### src/hw/rvIsaPkg.sv
`default_nettype none

package rvIsaPkg;

    localparam int wordWidth    = 32;
    localparam int regAddrWidth = 5;
    localparam int opcodeWidth  = 7;
    localparam int funct3Width  = 3;
    localparam int numRegs      = 32; // x0 to x31

    typedef logic [wordWidth-1:0]    wordT;
    typedef logic [regAddrWidth-1:0] regAddrT;
    typedef logic [opcodeWidth-1:0]  opcodeT;
    typedef logic [funct3Width-1:0]  funct3T;

    // major opcodes of the supported subset
    localparam opcodeT opLui    = 7'b0110111;
    localparam opcodeT opAddi   = 7'b0010011; // OP-IMM, only addi used
    localparam opcodeT opRtype  = 7'b0110011;
    localparam opcodeT opLoad   = 7'b0000011; // lw only
    localparam opcodeT opStore  = 7'b0100011; // sw only
    localparam opcodeT opBranch = 7'b1100011; // beq only
    localparam opcodeT opJal    = 7'b1101111;
    localparam opcodeT opJalr   = 7'b1100111;

    localparam funct3T f3AddSub = 3'b000; // add, sub, addi
    localparam funct3T f3Slt    = 3'b010;
    localparam funct3T f3Or     = 3'b110;
    localparam funct3T f3And    = 3'b111;

endpackage

`default_nettype wire

### src/hw/rvCtrlPkg.sv
`default_nettype none

package rvCtrlPkg;

    // value written back to rd
    typedef enum logic [1:0] {
        resAlu     = 2'b00,
        resMem     = 2'b01,
        resPcPlus4 = 2'b10 // link value of jal and jalr
    } resultSelE;

    typedef enum logic [2:0] {
        immI = 3'b000,
        immS = 3'b001,
        immB = 3'b010,
        immJ = 3'b011,
        immU = 3'b100 // separate code from J
    } immSelE;

    typedef enum logic [1:0] {
        aluAdd    = 2'b00, // address calc
        aluBranch = 2'b01, // compare by subtraction
        aluFunct  = 2'b10, // decode funct3/funct7
        aluLui    = 2'b11
    } aluOpE;

    typedef enum logic [2:0] {
        ctrlAdd   = 3'b000,
        ctrlSub   = 3'b001,
        ctrlAnd   = 3'b010,
        ctrlOr    = 3'b011,
        ctrlSlt   = 3'b101,
        ctrlPassB = 3'b110 // lui
    } aluCtrlE;

    typedef struct packed {
        logic      regWrite;
        logic      memWrite;
        logic      aluSrc;    // 1: immediate on alu b
        immSelE    immSel;
        resultSelE resultSel;
        aluOpE     aluOp;
        logic      pcSrc;     // take a non-sequential pc
        logic      jalrSrc;   // target from alu result
        logic      jumpSrc;   // unconditional jump
    } ctrlT;

endpackage

`default_nettype wire

### src/hw/mainDecoder.sv
`timescale 1ns/1ps
`default_nettype none

module mainDecoder (
    input  rvIsaPkg::opcodeT op,
    input  logic             zero,
    output rvCtrlPkg::ctrlT  ctrl
);

    import rvIsaPkg::*;
    import rvCtrlPkg::*;

    logic branch; // conditional branch opcode

    always_comb begin
        // inactive controls unless a row below turns them on
        ctrl.regWrite  = 1'b0;
        ctrl.memWrite  = 1'b0;
        ctrl.aluSrc    = 1'b0;
        ctrl.immSel    = immI;
        ctrl.resultSel = resAlu;
        ctrl.aluOp     = aluAdd;
        ctrl.jalrSrc   = 1'b0;
        ctrl.jumpSrc   = 1'b0;
        branch         = 1'b0;

        case (op)
            opJal: begin
                ctrl.regWrite  = 1'b1; // rd = pc+4
                ctrl.immSel    = immJ;
                ctrl.aluSrc    = 1'b1;
                ctrl.resultSel = resPcPlus4;
                ctrl.jumpSrc   = 1'b1;
            end
            opJalr: begin
                ctrl.regWrite  = 1'b1;
                ctrl.immSel    = immI; // same layout as addi
                ctrl.aluSrc    = 1'b1;
                ctrl.resultSel = resPcPlus4;
                ctrl.jalrSrc   = 1'b1;
                ctrl.jumpSrc   = 1'b1;
            end
            opLoad: begin
                ctrl.regWrite  = 1'b1;
                ctrl.immSel    = immI;
                ctrl.aluSrc    = 1'b1;
                ctrl.resultSel = resMem;
            end
            opStore: begin
                ctrl.immSel    = immS;
                ctrl.aluSrc    = 1'b1;
                ctrl.memWrite  = 1'b1;
            end
            opLui: begin
                ctrl.regWrite  = 1'b1;
                ctrl.immSel    = immU;
                ctrl.aluSrc    = 1'b1;
                ctrl.aluOp     = aluLui; // alu passes imm through
            end
            opAddi: begin
                ctrl.regWrite  = 1'b1;
                ctrl.immSel    = immI;
                ctrl.aluSrc    = 1'b1;
                ctrl.aluOp     = aluFunct;
            end
            opRtype: begin
                ctrl.regWrite  = 1'b1;
                ctrl.aluOp     = aluFunct; // rs2 on alu b
            end
            opBranch: begin
                ctrl.immSel    = immB;
                ctrl.aluOp     = aluBranch;
                branch         = 1'b1;
            end
            default: begin
                // unknown opcode, keep everything inactive
            end
        endcase

        ctrl.pcSrc = ctrl.jumpSrc | (branch & zero); // beq taken on zero
    end

endmodule

`default_nettype wire

### src/hw/controlUnit.sv
`timescale 1ns/1ps
`default_nettype none

module controlUnit (
    input  rvIsaPkg::wordT     instr,
    input  logic               zero,
    output rvCtrlPkg::ctrlT    ctrl,
    output rvCtrlPkg::aluCtrlE aluCtrl
);

    import rvIsaPkg::*;
    import rvCtrlPkg::*;

    opcodeT op;
    funct3T funct3;
    logic   funct7b5;

    assign op       = instr[6:0];
    assign funct3   = instr[14:12];
    assign funct7b5 = instr[30];

    mainDecoder uMainDecoder (
        .op   (op),
        .zero (zero),
        .ctrl (ctrl)
    );

    always_comb begin
        case (ctrl.aluOp)
            aluAdd:    aluCtrl = ctrlAdd;
            aluBranch: aluCtrl = ctrlSub;
            aluLui:    aluCtrl = ctrlPassB;
            default: begin // aluFunct
                case (funct3)
                    f3AddSub: aluCtrl = (op[5] & funct7b5) ? ctrlSub : ctrlAdd; // sub only R-type
                    f3Slt:    aluCtrl = ctrlSlt;
                    f3Or:     aluCtrl = ctrlOr;
                    f3And:    aluCtrl = ctrlAnd;
                    default:  aluCtrl = ctrlAdd;
                endcase
            end
        endcase
    end

endmodule

`default_nettype wire

### src/hw/regFile.sv
`timescale 1ns/1ps
`default_nettype none

module regFile (
    input  logic              clk,
    input  logic              rstN,
    input  rvIsaPkg::regAddrT ra1,
    input  rvIsaPkg::regAddrT ra2,
    input  rvIsaPkg::regAddrT wa,
    input  logic              we,
    input  rvIsaPkg::wordT    wd,
    output rvIsaPkg::wordT    rd1,
    output rvIsaPkg::wordT    rd2
);

    import rvIsaPkg::*;

    wordT regs [numRegs];

    always_ff @(posedge clk or negedge rstN) begin
        if (!rstN) begin
            for (int i = 0; i < numRegs; i++) begin
                regs[i] <= '0;
            end
        end else if (we && (wa != '0)) begin // x0 is never written
            regs[wa] <= wd;
        end
    end

    assign rd1 = (ra1 == '0) ? '0 : regs[ra1];
    assign rd2 = (ra2 == '0) ? '0 : regs[ra2];

endmodule

`default_nettype wire

### src/hw/alu.sv
`timescale 1ns/1ps
`default_nettype none

module alu (
    input  rvIsaPkg::wordT     a,
    input  rvIsaPkg::wordT     b,
    input  rvCtrlPkg::aluCtrlE aluCtrl,
    output rvIsaPkg::wordT     result,
    output logic               zero
);

    import rvIsaPkg::*;
    import rvCtrlPkg::*;

    logic lessThan;

    assign lessThan = $signed(a) < $signed(b); // signed compare for slt

    always_comb begin
        case (aluCtrl)
            ctrlAdd:   result = a + b;
            ctrlSub:   result = a - b;
            ctrlAnd:   result = a & b;
            ctrlOr:    result = a | b;
            ctrlSlt:   result = {{(wordWidth-1){1'b0}}, lessThan};
            ctrlPassB: result = b; // lui
            default:   result = '0;
        endcase
    end

    assign zero = (result == '0); // beq uses sub result

endmodule

`default_nettype wire

### src/hw/immExtend.sv
`timescale 1ns/1ps
`default_nettype none

module immExtend (
    input  rvIsaPkg::wordT    instr,
    input  rvCtrlPkg::immSelE immSel,
    output rvIsaPkg::wordT    imm
);

    import rvCtrlPkg::*;

    always_comb begin
        case (immSel)
            immI: imm = {{20{instr[31]}}, instr[31:20]};
            immS: imm = {{20{instr[31]}}, instr[31:25], instr[11:7]};
            immB: imm = {{19{instr[31]}}, instr[31], instr[7], instr[30:25],
                         instr[11:8], 1'b0}; // byte offset, even
            immJ: imm = {{11{instr[31]}}, instr[31], instr[19:12], instr[20],
                         instr[30:21], 1'b0};
            immU: imm = {instr[31:12], 12'b0}; // upper 20 bits
            default: imm = '0;
        endcase
    end

endmodule

`default_nettype wire

### src/hw/pcUnit.sv
`timescale 1ns/1ps
`default_nettype none

module pcUnit (
    input  logic           clk,
    input  logic           rstN,
    input  logic           pcSrc,
    input  logic           jalrSrc,
    input  rvIsaPkg::wordT imm,
    input  rvIsaPkg::wordT aluResult,
    output rvIsaPkg::wordT pc,
    output rvIsaPkg::wordT pcPlus4
);

    import rvIsaPkg::*;

    wordT pcTarget;
    wordT pcNext;

    assign pcPlus4  = pc + 32'd4;
    assign pcTarget = pc + imm; // branch and jal

    always_comb begin
        if (!pcSrc) begin
            pcNext = pcPlus4;
        end else if (jalrSrc) begin
            pcNext = {aluResult[31:1], 1'b0}; // jalr clears bit 0
        end else begin
            pcNext = pcTarget;
        end
    end

    always_ff @(posedge clk or negedge rstN) begin
        if (!rstN) begin
            pc <= '0;
        end else begin
            pc <= pcNext;
        end
    end

endmodule

`default_nettype wire

### src/hw/riscvCore.sv
`timescale 1ns/1ps
`default_nettype none

module riscvCore (
    input  logic           clk,
    input  logic           rstN,
    output rvIsaPkg::wordT instrAddr,
    input  rvIsaPkg::wordT instr,
    output rvIsaPkg::wordT dataAddr,
    output rvIsaPkg::wordT writeData,
    output logic           dataWe,
    input  rvIsaPkg::wordT readData
);

    import rvIsaPkg::*;
    import rvCtrlPkg::*;

    ctrlT    ctrl;
    aluCtrlE aluCtrl;
    wordT    pc;
    wordT    pcPlus4;
    wordT    imm;
    wordT    rd1;
    wordT    rd2;
    wordT    srcB;
    wordT    aluResult;
    logic    zero;
    wordT    result; // write-back value

    controlUnit uControlUnit (
        .instr   (instr),
        .zero    (zero),
        .ctrl    (ctrl),
        .aluCtrl (aluCtrl)
    );

    pcUnit uPcUnit (
        .clk       (clk),
        .rstN      (rstN),
        .pcSrc     (ctrl.pcSrc),
        .jalrSrc   (ctrl.jalrSrc),
        .imm       (imm),
        .aluResult (aluResult),
        .pc        (pc),
        .pcPlus4   (pcPlus4)
    );

    regFile uRegFile (
        .clk  (clk),
        .rstN (rstN),
        .ra1  (instr[19:15]), // rs1
        .ra2  (instr[24:20]), // rs2
        .wa   (instr[11:7]),  // rd
        .we   (ctrl.regWrite),
        .wd   (result),
        .rd1  (rd1),
        .rd2  (rd2)
    );

    immExtend uImmExtend (
        .instr  (instr),
        .immSel (ctrl.immSel),
        .imm    (imm)
    );

    alu uAlu (
        .a       (rd1),
        .b       (srcB),
        .aluCtrl (aluCtrl),
        .result  (aluResult),
        .zero    (zero)
    );

    assign srcB   = ctrl.aluSrc ? imm : rd2;
    assign result = (ctrl.resultSel == resMem)     ? readData :
                    (ctrl.resultSel == resPcPlus4) ? pcPlus4  : aluResult;

    assign instrAddr = pc;
    assign dataAddr  = aluResult;
    assign writeData = rd2;
    assign dataWe    = ctrl.memWrite;

endmodule

`default_nettype wire

### config.mk
export PLATFORM = sky130hd
export DESIGN_NAME = riscvCore
export DESIGN_NICKNAME = d
export VERILOG_FILES = /design/src/hw/rvIsaPkg.sv /design/src/hw/rvCtrlPkg.sv /design/src/hw/mainDecoder.sv /design/src/hw/controlUnit.sv /design/src/hw/regFile.sv /design/src/hw/alu.sv /design/src/hw/immExtend.sv /design/src/hw/pcUnit.sv /design/src/hw/riscvCore.sv
export SDC_FILE = /design/constraint.sdc
export NUM_CORES = 2
export LEC_CHECK = 0
export BUFFER_PORTS_ARGS = -buffer_cell sky130_fd_sc_hd__buf_2
export CAP_MARGIN = 20
export CORE_MARGIN = 2
export CORE_UTILIZATION = 45
export DETAILED_ROUTE_END_ITERATION = 8
export PLACE_DENSITY_LB_ADDON = 0.08
export SYNTH_ARGS = -nofsm -noshare
export SYNTH_HDL_FRONTEND = slang
export SYNTH_SLANG_ARGS = --single-unit
### constraint.sdc
create_clock -name clk -period 17.7 [get_ports clk]
set_input_delay 1.77 -clock clk [delete_from_list [all_inputs] [get_ports clk]]
set_output_delay 1.77 -clock clk [all_outputs]
set_load 0.02 [all_outputs]
Word-level counts from Yosys, hierarchy flattened --
Index checks and enable logic that the tools add are counted.
Storage, ports and cells: word-level logic and storage cells 118, output and inout port bits 97, bits in registers 1056, input port bits 66
Cells by class: $lt $le $gt $ge 5, add/subtract/negate cells 4, bitwise operators 8, equality and inequality tests 24, reductions and logical operators 14, multiplexer cells 30
Operators with widths (number):
- bitwise mux 1024 bit | 1
- 2-to-1 mux 32 bit | 12
- binary-select mux 32 bit (select 5 bit) | 2
- case mux 32 bit (6 select lines) | 1
- demux 32 bit (select 5 bit) | 1
- case mux 32 bit (5 select lines) | 1
- adder 32 bit | 2
- adder 32 x 3 -> 32 bit (second input constant) | 1
- AND 32 bit | 1
- zero test 32 bit | 1
- < comparator 32 bit | 1
- OR 32 bit | 1
- subtractor 32 bit | 1
- case mux 3 bit (4 select lines) | 2
- == test 7 x 6 -> 1 bit (second input constant) | 3
- == test 7 bit (second input constant) | 3
- greater-or-equal comparator 6 bit (second input constant) | 3
- inverter 5 -> 6 bit | 3
- == test 3 x 2 -> 1 bit (second input constant) | 5
- == test 3 bit (second input constant) | 5
- OR reduction 6 bit | 2
- zero test 5 bit | 2
- zero test 3 bit | 3
- case mux 3 bit (3 select lines) | 1
- other kinds (15) | 27

Depth between registers and ports, before layout --
depth in word-level cells 12, gate-level depth with buffers 27, depth with buffers taken out 23

By module --
From an unflattened synthesis, not the netlist that was laid out.
Second synthesis, totals: cells, all modules 5192, area total of the unflattened synthesis 66088.4 µm²
By module, submodules not included:
- regFile | cells each 3621, area an instance 54369.6 µm², instances 1, seq. area each 25624.6 µm²
- alu | cells each 815, area an instance 5611.6 µm², instances 1, seq. area each 0.0 µm²
- pcUnit | cells each 489, area an instance 3803.6 µm², instances 1, seq. area each 800.8 µm²
- riscvCore | cells each 143, area an instance 1481.4 µm², instances 1, seq. area each 0.0 µm²
- immExtend | cells each 73, area an instance 494.2 µm², instances 1, seq. area each 0.0 µm²
- mainDecoder | cells each 41, area an instance 264.0 µm², instances 1, seq. area each 0.0 µm²
- controlUnit | cells each 10, area an instance 63.8 µm², instances 1, seq. area each 0.0 µm²

Worst setup path before layout --
Ideal clock, no wire load.
kind input to output, start point in instr[15], end point out dataAddr[29], arrival 7331 ps, setup slack 8599 ps, stages 18, path through clkbuf_1 -> clkbuf_1 -> buf_1 -> buf_1 -> mux4_2 -> mux4_2 -> nand2_1 -> a21oi_1 -> ha_1 -> clkbuf_1 -> nor2_1 -> a211oi_1 -> nor2_1 -> o311ai_1 -> a31oi_1 -> o41a_1 -> a211o_1 -> a221oi_1
Between the ends: longest elaborated chain between the ends 7, elaborated cells on any way between the ends 13, those cells by class add/sub: 2; mux: 7; bitwise: 3; reduce/logical: 1
Ends and longest elaborated chain:
- start, declared | RTL line riscvCore.sv:8 | input rvIsaPkg::wordT instr,
- inverter 5 -> 6 bit (not written as such) | RTL line regFile.sv:30 | assign rd1 = (ra1 == '0) ? '0 : regs[ra1];
- binary-select mux 32 bit (select 5 bit) | RTL line regFile.sv:30
- 2-to-1 mux 32 bit (not written as such) (2 in a row) | RTL line regFile.sv:30
- 2-to-1 mux 32 bit | RTL line regFile.sv:30
- subtractor 32 bit (tied with other cells) | RTL line alu.sv:22 | ctrlSub: result = a - b;
- case mux 32 bit (6 select lines) (*) | RTL line alu.sv:20 | case (aluCtrl)
- end, declared | RTL line riscvCore.sv:9 | output rvIsaPkg::wordT dataAddr,
Every way passes the cells marked *; elsewhere a longest branch is shown, timed or not. The select of a mux whose other input is x is not followed.

Final worst setup path --
start point in instr[20], end point out dataAddr[31]
Between the ends: longest elaborated chain between the ends 8, elaborated cells on any way between the ends 13, those cells by class add/sub: 2; mux: 7; bitwise: 3; reduce/logical: 1
Ends and longest elaborated chain:
- inverter 5 -> 6 bit (not written as such) | RTL line regFile.sv:31 | assign rd2 = (ra2 == '0) ? '0 : regs[ra2];
- binary-select mux 32 bit (select 5 bit) | RTL line regFile.sv:31
- 2-to-1 mux 32 bit (not written as such) (2 in a row) | RTL line regFile.sv:31
- 2-to-1 mux 32 bit | RTL line regFile.sv:31
- 2-to-1 mux 32 bit (*) | RTL line riscvCore.sv:74 | assign srcB = ctrl.aluSrc ? imm : rd2;
- subtractor 32 bit (tied with other cells) | RTL line alu.sv:22
- case mux 32 bit (6 select lines) (*) | RTL line alu.sv:20
Marked as above.

==> key figures <==
Die
  – # rows: ~140
  – Core Box Area: roughly 140000 sq um
  – Initial Util: 0.453
  – Full die area: approximately 140000 sq um
  – Die extent in y: around 380 um
  – Width of the die: between 300 and 400 um
  – Ports: around 160

Logic synthesis
  – Warnings from Yosys: 0
  – Post-synthesis cell area: 62200 sq um
  – Adder-Cell Fraction of Synth Area: 0.0269
  – Count of cell types in the netlist: 93
  – Cells after Synth: approximately 5900
  – Most common flop cell mapped by yosys: dfrtp_1
  – Number of synthesized flops with an enable pin: 0
  – Area leader, netlist: dfrtp_1
  – Largest family of logic cells by synthesized area: multiplexers
  – Area fraction of the dominant cell type after synthesis: 0.425
  – Ranking of synthesized cells by area: dfrtp_1 (42%), mux4_2 (23%), a21oi_1 (6.5%), nor2_1 (4.9%), o21ai_0 (3.7%)
  – Asr flop ratio synth: 1.00
  – XOR/XNOR Fraction of Synth Area: 0.00830
  – Sequential area share after synthesis: 0.425
  – Syn avg cell area: about 11 sq um
  – Synth Area in Compound Gates: 0.142
  – Multiplexer share of the synthesized area: 0.242
  – Register bit total from synthesis: 1056
  – Syn nets: approximately 6100
  – Post-synthesis simple-gate area fraction: 0.112

Critical path
  – Class of the most critical setup path: input pin to primary output
  – Critical path required time: approximately 16 ns
  – Setup crit start kind: input pin
  – Worst Setup End Kind: primary output
  – Worst Path Arrival: ~9.3 ns
  – CP max FO: between 60 and 70

Clock network
  – Max Root-Sink Buffers: 3
  – Clk sink count: ~1100
  – Gates resized, CTS repair: 0
  – CTS H-tree lvls: 3
  – Post-CTS Hold Fix Bufs: 0
  – Root buf cell: clkbuf_16
  – Clock Pin Slew Worst Setup and Hold Paths: ~0.060 ns
  – Number of post-CTS setup repair buffers: 0
  – Skew-Pair Late Insertion Delay: approximately 0.77 ns
  – CTS tree: built
  – Total CTS buffers: roughly 120

STA
  – Setup TNS: 0 ns
  – Worst rel slew slack: 0.236
  – Tmin final: approximately 11 ns
  – Final setup fails: 0
  – Setup Skew: between 0.04 and 0.05 ns
  – RSZ-0062 raised after global routing: false
  – Fin crit share: 0.625
  – Count of pins over their slew limit: 0
  – Max Fclk: 90.3 MHz
  – Final-report hold violation count: 0
  – Least-Margin Pin Slew: 1.15 ns

GRT
  – First-pass GRT wire length: approximately 340 mm
  – Met2 Use GR: 0.498
  – GRT busiest layer: met2
  – Met1 Use GR: 0.475
  – Vias in the first global route: 47200
  – Initial antenna violation count: 3
  – Largest net degree at the start of global routing: 151
  – GRT Resource Usage Total: 0.332
  – GR Overflow Total: 0
  – M3 GR Usage: 0.0495

Placed design
  – DP Wirelength: around 150 mm
  – Routability congestion estimate: roughly 0.99
  – Port bufs: around 160
  – DP Area: around 65000 sq um

Route
  – Number of remaining DRC errors: 0
  – Routed WL per cell: ~30 um
  – Via count: 48500
  – Final WL: around 230 mm
  – Vias per cell: 6.34
  – Initial DRC count: between 5000 and 6000
  – DR pass1 iterations: 6
  – Routed Antenna Nets: 0

Flow run
  – Max-cap viol count: 0

Cells and area
  – Area grow syn2layout: 11.1%
  – Final std cell area, no fill: a little under 70000 sq um
  – Fillers: between 10000 and 15000
  – Layout Nets: 5957
  – Share of cells above drive strength 1: 0.215

Hold path
  – Hold Crit Class: flop to flop

Outcome
  – Status: completed

Pwr
  – Maximum VDD drop: about 0.09 mV
  – Pleak: 0.0300 uW
  – Power density over cell area: between 100 and 150 nW/um^2
cells in the mapped netlist, types with 28 or more instances:
cell type / count
mux4_2: 638
nand3_1: 32
nand2b_1: 53
nor3_1: 31
dfrtp_1: 1056
a211oi_1: 29
clkbuf_1: 476
o21ai_0: 462
a221oi_1: 31
and2_1: 28
inv_1: 155
a21o_1: 30
mux2i_1: 65
a21oi_1: 812
nor2_1: 812
nand2_1: 523
ha_1: 129
xnor2_1: 35
buf_1: 66
final cells by class:
type                       instances  area [sq um]  share of cell area
inverter                         157           594             0.00859
clock buffer                     169          3360              0.0486
timing repair buffer             307          2060              0.0298
tap                             1794          2240              0.0325
antenna                            2          5.00           0.0000724
clock inverter                    44           679             0.00983
sequential                      1056         26400               0.382
multi-input combinational       4122         33800               0.488
metal layers:
metal,share of wire,wire length (um)
met5,0,0
met1,0.43,99200
met2,0.44,104000
met4,0.056,12900
met3,0.074,17200
worst paths after layout:
check	from	end	slack, ns	cells after the start
max	instr[20]	dataAddr[31]	6.63	21
min	uRegFile.regs[1017]	uRegFile.regs[1017]	0.39	0
max reg2reg	uRegFile.regs[385]	uPcUnit.pc[29]	9.97	21
min reg2reg	uRegFile.regs[1017]	uRegFile.regs[1017]	0.39	0
max in group asynchronous	rstN	uPcUnit.pc[28]	13.05	5
min in group asynchronous	rstN	uRegFile.regs[291]	1.08	1
critical path, cell delays in order:
cell and delay, ns:
buf_8 0.62, buf_4 0.83, buf_4 0.91, mux4_2 0.59, nor2b_1 0.14, a211oi_1 0.24, a21oi_1 0.09, a21oi_1 0.24
nor2_1 0.08, nand2_1 0.15, o21ai_0 0.14, ha_1 0.50, o31ai_1 0.57, a221oi_1 0.20, a21oi_1 0.23, o21ai_0 0.25
o21ai_0 0.31, o22ai_1 0.12, o21ai_0 0.58, o211ai_1 0.38, buf_2 0.27
placed cells by master (no fill, tap or decap), types with 15 or more instances in the layout:
cell,n
a211oi_1,29
a21o_1,30
a21oi_1,796
a221oi_1,15
a221oi_4,15
a22oi_1,18
and2_1,28
and3_1,21
buf_2,153
buf_4,140
clkbuf_1,26
clkbuf_16,115
clkbuf_8,28
clkinv_2,16
dfrtp_1,1056
ha_1,129
inv_1,154
mux2i_1,65
mux4_2,638
nand2_1,512
nand2b_1,53
nand3_1,32
nand4_1,23
nor2_1,792
nor2_4,19
nor2b_1,23
nor3_1,29
o211ai_1,16
o21ai_0,462
o21bai_1,18
o31ai_1,16
or2_2,26
xnor2_1,35
xor2_1,24
cell families (layout without fill, tap and decap cells):
group | Yosys count | count (layout)
buffers and inverters | 715 | 677
adders and majority gates | 132 | 132
AOI/OAI and AO/OA | 1579 | 1579
other | 0 | 2
xor gates and xnor gates | 59 | 59
DFF | 1056 | 1056
muxes | 706 | 706
and+or+nand+nor | 1646 | 1646
report_power, final:
group / total, uW / switching [uW] / internal, uW
clock: 2580 / 1070 / 1510
sequential: 2850 / 212 / 2640
combinational: 2140 / 1330 / 811
registers in the layout (all words and copies together) (netlist names):
signal         count
uPcUnit.pc        32
uRegFile.regs   1024
metrics by stage:
step	total power (uW)	hold slack [ns]	utilization	setup WS [ns]	instances
3_5_place_dp	4990	0.382	0.474	6.64	7435
4_1_cts	7570	0.397	0.503	6.63	7648
3_3_place_gp	4970	0.376	0.474	6.70	7434
2_1_floorplan	4230	0.441	-	8.60	5893
5_1_grt	7900	0.405	0.504	6.10	7649
6_report	7570	0.393	0.504	6.63	7651
(Power assumes the default switching activity.)
